## src/rob_pkg.sv

```systemverilog
package rob_pkg;

    // buffer geometry
    localparam int ROB_DEPTH = 8;
    localparam int TAG_WIDTH = 3;
    // counters carry one extra bit to tell full from empty
    localparam int CTR_WIDTH = TAG_WIDTH + 1;

    // payload widths
    localparam int DATA_WIDTH = 32;
    localparam int REG_WIDTH = 5;

    // port counts
    localparam int N_WB_PORTS = 2;
    localparam int N_OPND_PORTS = 2;
    // writeback merge reads the entry it updates, so it needs its own read ports
    localparam int N_RD_PORTS = N_OPND_PORTS + N_WB_PORTS;

    // entry tag, also the store index
    typedef logic [TAG_WIDTH-1:0] rob_tag_t;

    // result value
    typedef logic [DATA_WIDTH-1:0] rob_data_t;

    // architectural destination register
    typedef logic [REG_WIDTH-1:0] rob_reg_t;

    // allocation and retire counter
    typedef logic [CTR_WIDTH-1:0] rob_ctr_t;

    // one stored entry, 38 bits
    typedef struct packed {
        rob_reg_t  dest;
        logic      done;
        rob_data_t value;
    } rob_entry_t;

endpackage

```

## src/rob_commit.sv

```systemverilog
`timescale 1ns/100ps

module rob_commit (
    input  logic                 clk,
    input  logic                 rst_aL,

    // head of the entry store
    input  logic                 head_valid,
    input  rob_pkg::rob_entry_t  head_entry,
    output logic                 head_ready,

    // retirement stream
    output logic                 commit_valid,
    output rob_pkg::rob_reg_t    commit_dest,
    output rob_pkg::rob_data_t   commit_value,
    input  logic                 commit_ready
);
    import rob_pkg::*;

    logic      out_free;
    logic      take_head;
    rob_reg_t  dest_r;
    rob_data_t value_r;
    logic      valid_r;

    // slot is free when empty or being emptied on this edge
    assign out_free = !valid_r || commit_ready;

    // head only leaves once its result is in
    assign take_head  = head_valid && head_entry.done && out_free;
    assign head_ready = take_head;

    always_ff @(posedge clk or negedge rst_aL) begin
        if (!rst_aL) begin
            valid_r <= 1'b0;
        end else begin
            if (take_head) begin
                valid_r <= 1'b1;
            end else if (commit_ready) begin
                valid_r <= 1'b0;
            end
        end
    end

    // output payload, loaded only on accept so it holds under back-pressure
    always_ff @(posedge clk) begin
        if (take_head) begin
            dest_r  <= head_entry.dest;
            value_r <= head_entry.value;
        end
    end

    assign commit_valid = valid_r;
    assign commit_dest  = dest_r;
    assign commit_value = value_r;

endmodule

```

## src/rob_entry_store.sv

```systemverilog
`timescale 1ns/100ps

module rob_entry_store (
    input  logic                                           clk,
    input  logic                                           rst_aL,

    // allocation side
    input  logic                                           enq_valid,
    input  rob_pkg::rob_entry_t                            enq_entry,
    output logic                                           enq_ready,
    output rob_pkg::rob_tag_t                              enq_tag,

    // retire side
    output logic                                           head_valid,
    output rob_pkg::rob_entry_t                            head_entry,
    input  logic                                           head_ready,

    // random access
    input  rob_pkg::rob_tag_t   [rob_pkg::N_RD_PORTS-1:0]  rd_addr,
    output rob_pkg::rob_entry_t [rob_pkg::N_RD_PORTS-1:0]  rd_data,
    input  logic                [rob_pkg::N_WB_PORTS-1:0]  wr_en,
    input  rob_pkg::rob_tag_t   [rob_pkg::N_WB_PORTS-1:0]  wr_addr,
    input  rob_pkg::rob_entry_t [rob_pkg::N_WB_PORTS-1:0]  wr_data
);
    import rob_pkg::*;

    rob_ctr_t enq_ctr_r;
    rob_ctr_t deq_ctr_r;
    rob_entry_t [ROB_DEPTH-1:0] entries_r;

    rob_tag_t enq_ptr;
    rob_tag_t deq_ptr;
    rob_ctr_t in_use;
    logic     is_empty;
    logic     is_full;
    logic     enq_fire;
    logic     deq_fire;

    assign enq_ptr = enq_ctr_r[TAG_WIDTH-1:0];
    assign deq_ptr = deq_ctr_r[TAG_WIDTH-1:0];

    // occupancy wraps cleanly thanks to the extra counter bit
    assign in_use   = enq_ctr_r - deq_ctr_r;
    assign is_empty = (enq_ctr_r == deq_ctr_r);
    assign is_full  = (in_use == rob_ctr_t'(ROB_DEPTH));

    assign enq_ready = !is_full;
    assign enq_tag   = enq_ptr;
    assign enq_fire  = enq_valid && enq_ready;

    assign head_valid = !is_empty;
    assign head_entry = entries_r[deq_ptr];
    assign deq_fire   = head_valid && head_ready;

    // combinational lookups
    always_comb begin
        for (int i = 0; i < N_RD_PORTS; i++) begin
            rd_data[i] = entries_r[rd_addr[i]];
        end
    end

    always_ff @(posedge clk or negedge rst_aL) begin
        if (!rst_aL) begin
            enq_ctr_r <= '0;
            deq_ctr_r <= '0;
        end else begin
            if (enq_fire) begin
                enq_ctr_r <= enq_ctr_r + rob_ctr_t'(1);
            end
            if (deq_fire) begin
                deq_ctr_r <= deq_ctr_r + rob_ctr_t'(1);
            end
        end
    end

    // allocation first, writeback writes after it so they win on a clash
    always_ff @(posedge clk or negedge rst_aL) begin
        if (!rst_aL) begin
            entries_r <= '0;
        end else begin
            if (enq_fire) begin
                entries_r[enq_ptr] <= enq_entry;
            end
            for (int i = 0; i < N_WB_PORTS; i++) begin
                if (wr_en[i]) begin
                    entries_r[wr_addr[i]] <= wr_data[i];
                end
            end
        end
    end

endmodule

```

## src/rob_operand_read.sv

```systemverilog
`timescale 1ns/100ps

module rob_operand_read (
    // lookup requests
    input  rob_pkg::rob_tag_t   [rob_pkg::N_OPND_PORTS-1:0]  opnd_tag,
    output logic                [rob_pkg::N_OPND_PORTS-1:0]  opnd_done,
    output rob_pkg::rob_data_t  [rob_pkg::N_OPND_PORTS-1:0]  opnd_value,

    // store read ports
    output rob_pkg::rob_tag_t   [rob_pkg::N_OPND_PORTS-1:0]  rd_addr,
    input  rob_pkg::rob_entry_t [rob_pkg::N_OPND_PORTS-1:0]  rd_data,

    // results landing this cycle
    input  logic                [rob_pkg::N_WB_PORTS-1:0]    wb_valid,
    input  rob_pkg::rob_tag_t   [rob_pkg::N_WB_PORTS-1:0]    wb_tag,
    input  rob_pkg::rob_data_t  [rob_pkg::N_WB_PORTS-1:0]    wb_value
);
    import rob_pkg::*;

    always_comb begin
        for (int i = 0; i < N_OPND_PORTS; i++) begin
            rd_addr[i] = opnd_tag[i];
        end
    end

    // stored value unless a writeback to the same tag is in flight
    always_comb begin
        for (int i = 0; i < N_OPND_PORTS; i++) begin
            opnd_done[i]  = rd_data[i].done;
            opnd_value[i] = rd_data[i].value;
            // wb ports never share a tag, so at most one of these hits
            for (int j = 0; j < N_WB_PORTS; j++) begin
                if (wb_valid[j] && (wb_tag[j] == opnd_tag[i])) begin
                    opnd_done[i]  = 1'b1;
                    opnd_value[i] = wb_value[j];
                end
            end
        end
    end

endmodule

```

## src/rob_top.sv

```systemverilog
`timescale 1ns/100ps

module rob_top (
    input  logic                                            clk,
    input  logic                                            rst_aL,

    // dispatch
    input  logic                                            disp_valid,
    input  rob_pkg::rob_reg_t                               disp_dest,
    output logic                                            disp_ready,
    output rob_pkg::rob_tag_t                               alloc_tag,

    // writeback
    input  logic               [rob_pkg::N_WB_PORTS-1:0]    wb_valid,
    input  rob_pkg::rob_tag_t  [rob_pkg::N_WB_PORTS-1:0]    wb_tag,
    input  rob_pkg::rob_data_t [rob_pkg::N_WB_PORTS-1:0]    wb_value,

    // operand lookup
    input  rob_pkg::rob_tag_t  [rob_pkg::N_OPND_PORTS-1:0]  opnd_tag,
    output logic               [rob_pkg::N_OPND_PORTS-1:0]  opnd_done,
    output rob_pkg::rob_data_t [rob_pkg::N_OPND_PORTS-1:0]  opnd_value,

    // commit
    output logic                                            commit_valid,
    output rob_pkg::rob_reg_t                               commit_dest,
    output rob_pkg::rob_data_t                              commit_value,
    input  logic                                            commit_ready
);
    import rob_pkg::*;

    rob_entry_t disp_entry;

    logic       head_valid;
    rob_entry_t head_entry;
    logic       head_ready;

    // full set of store read ports
    rob_tag_t   [N_RD_PORTS-1:0] rd_addr;
    rob_entry_t [N_RD_PORTS-1:0] rd_data;

    // operand share of the read ports
    rob_tag_t   [N_OPND_PORTS-1:0] opnd_rd_addr;
    rob_entry_t [N_OPND_PORTS-1:0] opnd_rd_data;

    // writeback share of the read ports
    rob_tag_t   [N_WB_PORTS-1:0] wb_rd_addr;
    rob_entry_t [N_WB_PORTS-1:0] wb_rd_data;

    logic       [N_WB_PORTS-1:0] wr_en;
    rob_tag_t   [N_WB_PORTS-1:0] wr_addr;
    rob_entry_t [N_WB_PORTS-1:0] wr_data;

    // new entries start not done with a zero result
    assign disp_entry.dest  = disp_dest;
    assign disp_entry.done  = 1'b0;
    assign disp_entry.value = '0;

    // operand ports low, writeback ports high
    assign rd_addr      = {wb_rd_addr, opnd_rd_addr};
    assign opnd_rd_data = rd_data[N_OPND_PORTS-1:0];
    assign wb_rd_data   = rd_data[N_RD_PORTS-1:N_OPND_PORTS];

    rob_entry_store u_store (
        .clk        (clk),
        .rst_aL     (rst_aL),
        .enq_valid  (disp_valid),
        .enq_entry  (disp_entry),
        .enq_ready  (disp_ready),
        .enq_tag    (alloc_tag),
        .head_valid (head_valid),
        .head_entry (head_entry),
        .head_ready (head_ready),
        .rd_addr    (rd_addr),
        .rd_data    (rd_data),
        .wr_en      (wr_en),
        .wr_addr    (wr_addr),
        .wr_data    (wr_data)
    );

    rob_writeback u_writeback (
        .wb_valid (wb_valid),
        .wb_tag   (wb_tag),
        .wb_value (wb_value),
        .rd_addr  (wb_rd_addr),
        .rd_data  (wb_rd_data),
        .wr_en    (wr_en),
        .wr_addr  (wr_addr),
        .wr_data  (wr_data)
    );

    rob_operand_read u_operand_read (
        .opnd_tag   (opnd_tag),
        .opnd_done  (opnd_done),
        .opnd_value (opnd_value),
        .rd_addr    (opnd_rd_addr),
        .rd_data    (opnd_rd_data),
        .wb_valid   (wb_valid),
        .wb_tag     (wb_tag),
        .wb_value   (wb_value)
    );

    rob_commit u_commit (
        .clk          (clk),
        .rst_aL       (rst_aL),
        .head_valid   (head_valid),
        .head_entry   (head_entry),
        .head_ready   (head_ready),
        .commit_valid (commit_valid),
        .commit_dest  (commit_dest),
        .commit_value (commit_value),
        .commit_ready (commit_ready)
    );

endmodule

```

## src/rob_writeback.sv

```systemverilog
`timescale 1ns/100ps

module rob_writeback (
    // from the execution units
    input  logic                [rob_pkg::N_WB_PORTS-1:0]  wb_valid,
    input  rob_pkg::rob_tag_t   [rob_pkg::N_WB_PORTS-1:0]  wb_tag,
    input  rob_pkg::rob_data_t  [rob_pkg::N_WB_PORTS-1:0]  wb_value,

    // read of the entry being updated
    output rob_pkg::rob_tag_t   [rob_pkg::N_WB_PORTS-1:0]  rd_addr,
    input  rob_pkg::rob_entry_t [rob_pkg::N_WB_PORTS-1:0]  rd_data,

    // write back into the store
    output logic                [rob_pkg::N_WB_PORTS-1:0]  wr_en,
    output rob_pkg::rob_tag_t   [rob_pkg::N_WB_PORTS-1:0]  wr_addr,
    output rob_pkg::rob_entry_t [rob_pkg::N_WB_PORTS-1:0]  wr_data
);
    import rob_pkg::*;

    rob_entry_t [N_WB_PORTS-1:0] merged;

    // read-modify-write of each target entry
    always_comb begin
        for (int i = 0; i < N_WB_PORTS; i++) begin
            rd_addr[i] = wb_tag[i];

            // dest was set at dispatch and is kept as is
            merged[i].dest  = rd_data[i].dest;
            merged[i].done  = 1'b1;
            merged[i].value = wb_value[i];

            wr_en[i]   = wb_valid[i];
            wr_addr[i] = wb_tag[i];
            wr_data[i] = merged[i];
        end
    end

endmodule

```

## config.mk

```make
export PLATFORM = sky130hd
export DESIGN_NAME = rob_top
export DESIGN_NICKNAME = d
export VERILOG_FILES = /design/src/rob_pkg.sv /design/src/rob_commit.sv /design/src/rob_entry_store.sv /design/src/rob_operand_read.sv /design/src/rob_top.sv /design/src/rob_writeback.sv
export SDC_FILE = /design/constraint.sdc
export NUM_CORES = 1
export LEC_CHECK = 0
export ABC_CLOCK_PERIOD_IN_PS = 5850
export BUFFER_PORTS_ARGS = -buffer_cell sky130_fd_sc_hd__buf_2
export CAP_MARGIN = 20
export CORE_ASPECT_RATIO = 1.5
export CORE_MARGIN = 10
export CORE_UTILIZATION = 39
export CTS_CLUSTER_DIAMETER = 80
export DETAILED_ROUTE_END_ITERATION = 12
export PLACE_DENSITY_LB_ADDON = 0.1
export SYNTH_ARGS = -nofsm -noshare
export SYNTH_HDL_FRONTEND = slang
export SYNTH_SLANG_ARGS = --single-unit
```

## constraint.sdc

```tcl
create_clock -name clk -period 5.85 [get_ports clk]
set_input_delay 1.17 -clock clk [delete_from_list [all_inputs] [get_ports clk]]
set_output_delay 1.17 -clock clk [all_outputs]
set_load 0.01 [all_outputs]
```

Word-level counts from Yosys, hierarchy flattened
Index checks and enable logic that the tools add are counted.

storage, ports and cells
  register bits after elaboration = 350
  bits in latches = 0
  RAM bits = 0
  memory bits (read-only) = 0
  output and inout port bits = 108
  logic and storage cells = 95
  memories = 0

cells by class
  add/subtract/negate cells = 3
  multipliers = 0
  div/mod/pow operators = 0
  magnitude comparators = 9
  equality and inequality tests = 6
  shift-type cells = 0
  multiplexer cells = 32
  bitwise logic cells = 0
  reduce and logical (&&, ||, !) cells = 16

operator list
  kind                                                  number
  bitwise mux 304 bit                                   3
  two-way mux 304 bit                                   3
  binary-select mux 38 bit (select 3 bit)               5
  demux 38 bit (select 3 bit)                           3
  two-way mux 38 bit                                    6
  two-way mux 32 bit                                    4
  two-way mux 33 bit                                    2
  < comparator 3 x 4 -> 1 bit (second input constant)   6
  equality test 3 bit                                   4
  logical AND 1 bit                                     11
  >= comparator 3 x 1 -> 1 bit (second input constant)  3
  adder 4 x 1 -> 4 bit (second input constant)          2
  two-way mux 1 bit                                     6
  equality test 4 bit                                   1
  equality test 4 bit (second input constant)           1
  subtractor 4 bit                                      1
  zero test 1 bit                                       3
  nonzero test 2 bit                                    1
  logical OR 1 bit                                      1

Logic depth before layout (Yosys ltp)
  depth in word-level cells = 10
  depth in mapped cells = 14

By module
Synthesis repeated with hierarchy kept, for this count alone.

unflattened totals
  cells, all modules = 3382
  area, all modules = 33937.5 um^2

modules (own cells, without submodules)
  module            instances  cells each  area an instance (um^2)  seq. area each (um^2)
  rob_entry_store   1          2935        30548.0                  7807.5
  rob_operand_read  1          312         1541.5                   0.0
  rob_commit        1          43          1164.9                   1136.1
  rob_writeback     1          91          679.4                    0.0
  rob_top           1          1           3.8                      0.0

Worst setup path after synthesis
OpenSTA, ideal clock, no wires.

  path kind = reg-to-reg
  start point = reg u_store.deq_ctr_r[1]
  end point = reg u_store.deq_ctr_r[1]
  arrival time = 3967 ps
  data required time = 5725 ps
  slack = 1758 ps
  cell stages (with the launch flop) = 11
  clock period less this slack = 4092 ps
  cell sequence = dfrtp_1 -> clkbuf_1 -> clkbuf_1 -> buf_1 -> inv_1 -> ha_1 -> nand3_1 -> or2_2 -> nand2_1 -> nor2_1 -> mux2_2

on the way
  longest elaborated chain between the ends = 5
  elaborated cells between the ends (all ways) = 8
  those cells by class = add/sub: 1; eq/ne: 1; mux: 2; reduce/logical: 4

ends and longest elaborated chain
  item                                                                            line                                          text
  from (decl)                                                                     rob_entry_store.sv:28                         rob_ctr_t deq_ctr_r;
  from (signal assigned)                                                          rob_entry_store.sv:71                         deq_ctr_r <= deq_ctr_r + rob_ctr_t'(1);
  binary-select mux 38 bit (select 3 bit) or equality test 4 bit (tied branches)  rob_entry_store.sv:52, rob_entry_store.sv:44
  two-way mux 38 bit (implied by the code) or zero test 1 bit (tied branches)     rob_entry_store.sv:52, rob_entry_store.sv:51
  logical AND 1 bit * (2 in a row)                                                rob_commit.sv:30                              assign take_head = head_valid && head_entry.done && out_free;
  named net head_ready                                                            rob_top.sv:35                                 logic head_ready;
  logical AND 1 bit *                                                             rob_entry_store.sv:53                         assign deq_fire = head_valid && head_ready;

The timed path passes the listed nets; every way through them passes the cells marked *. The select of a mux whose other input is x is not followed.
A chain may end at the register's enable or synchronous reset.

==> metrics.txt <==
status finished clean; Initial Utilization 39.3%; post-synthesis net count 2721; crit start category input port; Fmax 207 MHz; worst r2r src u_store.enq_ctr_r[0]$_DFFE_PN0N_; dominant synthesized flop cell dfrtp_1; Layout Nets 2709; peak supply drop 0.000577 V; vias in the first global route 24159; synthesized instance count 2629; Worst R2R Setup Slack 1.54 ns; initial antenna violation count 9; CP Launch Point wb_tag[2]; Iter 0 DRT Violations 3264; Die ar. 74600 µm²; gp weighted congestion 0.893; library cells used by synthesis 71; setup violators final 0; crit path DAT 3.67 ns; Critical Path Fanout Max 33; DR WL/cell 34.2 µm; All-Layer GR Usage 31.1%; Max H-tree Level 2; CTS tree yes; Fin Clk Skew 0.0390 ns; RSZ-0062 raised after global routing false; final wirelength 118000 µm; Max Cap Viol 0; number of vias per cell 7.02; row count 113; Post-synth EDFFs 37; Fin. Hold Viols 0; Least-Margin Pin Slew 1.24 ns; register area share after synthesis 35.9%; flops & latches, synth 350; # IOs 195; CTS Buffer Depth 3; Crit Path Category in -> out; post-route DRC violation count 0; Data required, critical path 4.68 ns; die width 226 µm; Syn Area/Cell 9.48 µm²; final critical-path share of the clock period 82.7%; first-pass GRT wire length 170000 µm; post-layout minimum cycle time 4.84 ns; largest net degree at the start of global routing 173; Setup TNS 0 ns; Pleak 11.0 nW; Overall Power 14.6 mW; worst setup path end opnd_value[0]; clock sink count 350; Setup Fix Bufs, Post-CTS 0; post-CTS resize count 0; Slew Viols, Final 0; Core ar. 63300 µm²; CTS Buf Count 39; DR vias 24212; Slew HR 17.6%; Die H 330 µm; Area Overhead vs Synth 10.6%; layout cell share with drive strength beyond 1 22.7%; post-synthesis async set-or-reset flop share 89.4%; synthesized cell area 24900 µm²; Final ANT Viol Nets 0; worst skew pair latency 0.61 ns; GRT overflow 0; PwrDens 529 nW/µm²; Clock Tree Root clkbuf_16; kind of end point of the critical path output pin; Clock transition at path regs 0.07 ns; HP Class in -> async; cts hold-fix bufs 0; DP Wirelength 69400 µm; RR Endpoint u_store.entries_r[139]$_DFF_PN0_; IO buf count 194; FF-to-FF path depth 9; fillcell total 6123; DRT Pass-1 Iters 6; synth warn 0
area by class of cell:
cell class	instances	area [µm²]	share of cell area, %
antenna	2	5.00	0.0182
clock buffer	59	1120	4.07
clock inverter	9	60.1	0.218
inverter	38	145	0.526
multi-input combinational	1920	14600	53.1
sequential	350	8950	32.5
tap	805	1010	3.65
timing repair buffer	268	1630	5.92
report_power, final:
group | total, mW | switching (mW) | leakage [nW] | internal (mW)
registers | 4.95 | 1.18 | 4.17 | 3.76
logic | 7.18 | 4.03 | 6.24 | 3.15
clock network | 2.47 | 1.14 | 0.584 | 1.33
synthesized netlist by cell type (36+ instances only):
| master | number | area share, % |
|---|---|---|
| o211ai_1 | 92 | 2.8 |
| buf_2 | 71 | 1.4 |
| edfxtp_1 | 37 | 4.5 |
| o311ai_0 | 49 | 1.7 |
| mux2i_1 | 80 | 3.2 |
| dfrtp_1 | 313 | 31 |
| nand2_1 | 366 | 5.5 |
| nor2_1 | 260 | 3.9 |
| mux4_2 | 219 | 20 |
| o21ai_0 | 179 | 3.6 |
| a31oi_1 | 115 | 2.9 |
| buf_1 | 45 | 0.68 |
| a221o_1 | 49 | 2.0 |
| clkbuf_1 | 194 | 2.9 |
| inv_1 | 36 | 0.54 |
| nand3_1 | 106 | 2.1 |
| a21oi_1 | 197 | 4.0 |
registers in the layout, indices dropped and copies added (netlist names):
signal / cells
u_store.enq_ctr_r: 4
u_store.entries_r: 304
u_commit.commit_value: 32
u_commit.commit_valid: 1
u_commit.commit_dest: 5
u_store.deq_ctr_r: 4
worst min-delay path by stage:
stage / start / end / slack [ns]
after floorplan: u_store.entries_r[260]$_DFF_PN0_ / u_store.entries_r[260]$_DFF_PN0_ / 0.48
after global placement: u_store.entries_r[260]$_DFF_PN0_ / u_store.entries_r[260]$_DFF_PN0_ / 0.50
after detailed placement: u_store.entries_r[260]$_DFF_PN0_ / u_store.entries_r[260]$_DFF_PN0_ / 0.51
after CTS: rst_aL / u_store.entries_r[148]$_DFF_PN0_ / 0.50
after global routing: rst_aL / u_store.entries_r[231]$_DFF_PN0_ / 0.52
final: rst_aL / u_store.entries_r[231]$_DFF_PN0_ / 0.50
cells in the final DEF (no fill, tap or decap), drive strengths merged, types with 11 or more instances in the layout:
cell | synthesis | routed
o21ai | 179 | 179
nor3 | 12 | 12
a31oi | 115 | 115
xnor2 | 11 | 11
a221o | 49 | 49
edfxtp | 37 | 37
mux4 | 219 | 219
nor2 | 260 | 260
dfrtp | 313 | 313
o22ai | 27 | 27
a22oi | 28 | 28
nand3 | 106 | 106
o311ai | 54 | 54
a21oi | 201 | 201
nand2 | 366 | 366
mux2 | 13 | 13
inv | 37 | 38
clkbuf | 195 | 59
o211ai | 92 | 92
mux2i | 80 | 80
buf | 126 | 268
cell families (layout without fill, tap and decap cells):
group,after synthesis,in the layout,share of synthesized area [%]
AO/OA/AOI/OAI,790,790,20.4
AND/OR/NAND/NOR,795,795,13.2
multiplexers,312,312,23.6
flip-flops,350,350,35.9
adder cells (fa/ha/maj),5,5,0.251
other,0,2,0
buffers and inverters,359,374,5.98
XOR/XNOR,18,18,0.663
stage by stage:
stage | util, % | setup WS, ns | hold WS (ns) | instance area [µm²] | cells
4_1_cts | 43.5 | 1.16 | 0.503 | 27600 | 3449
2_1_floorplan | - | 1.76 | 0.475 | 24900 | 2629
5_1_grt | 43.5 | 0.951 | 0.523 | 27600 | 3451
6_report | 43.5 | 1.01 | 0.497 | 27600 | 3451
3_3_place_gp | 41.6 | 1.18 | 0.500 | 26400 | 3379
3_5_place_dp | 41.7 | 1.16 | 0.508 | 26400 | 3381
worst max-delay path, cell delays in order:
cell     delay (ns)
buf_2          0.52
xnor2_1        0.20
nand4_1        0.62
nand2_1        0.21
o21ai_0        0.10
o21ai_0        0.57
buf_2          0.26
per-layer routing:
layer  vias to the layer above  global-route usage (%)  wire [µm]
met4                        12                    17.2       7060
met5                         -                       0         86
li1                       9887                       -          -
met3                       425                    7.42      11700
met1                     12240                    37.2      42900
met2                      1648                    50.7      56300
Note: power is estimated with default switching activity, not from simulation.
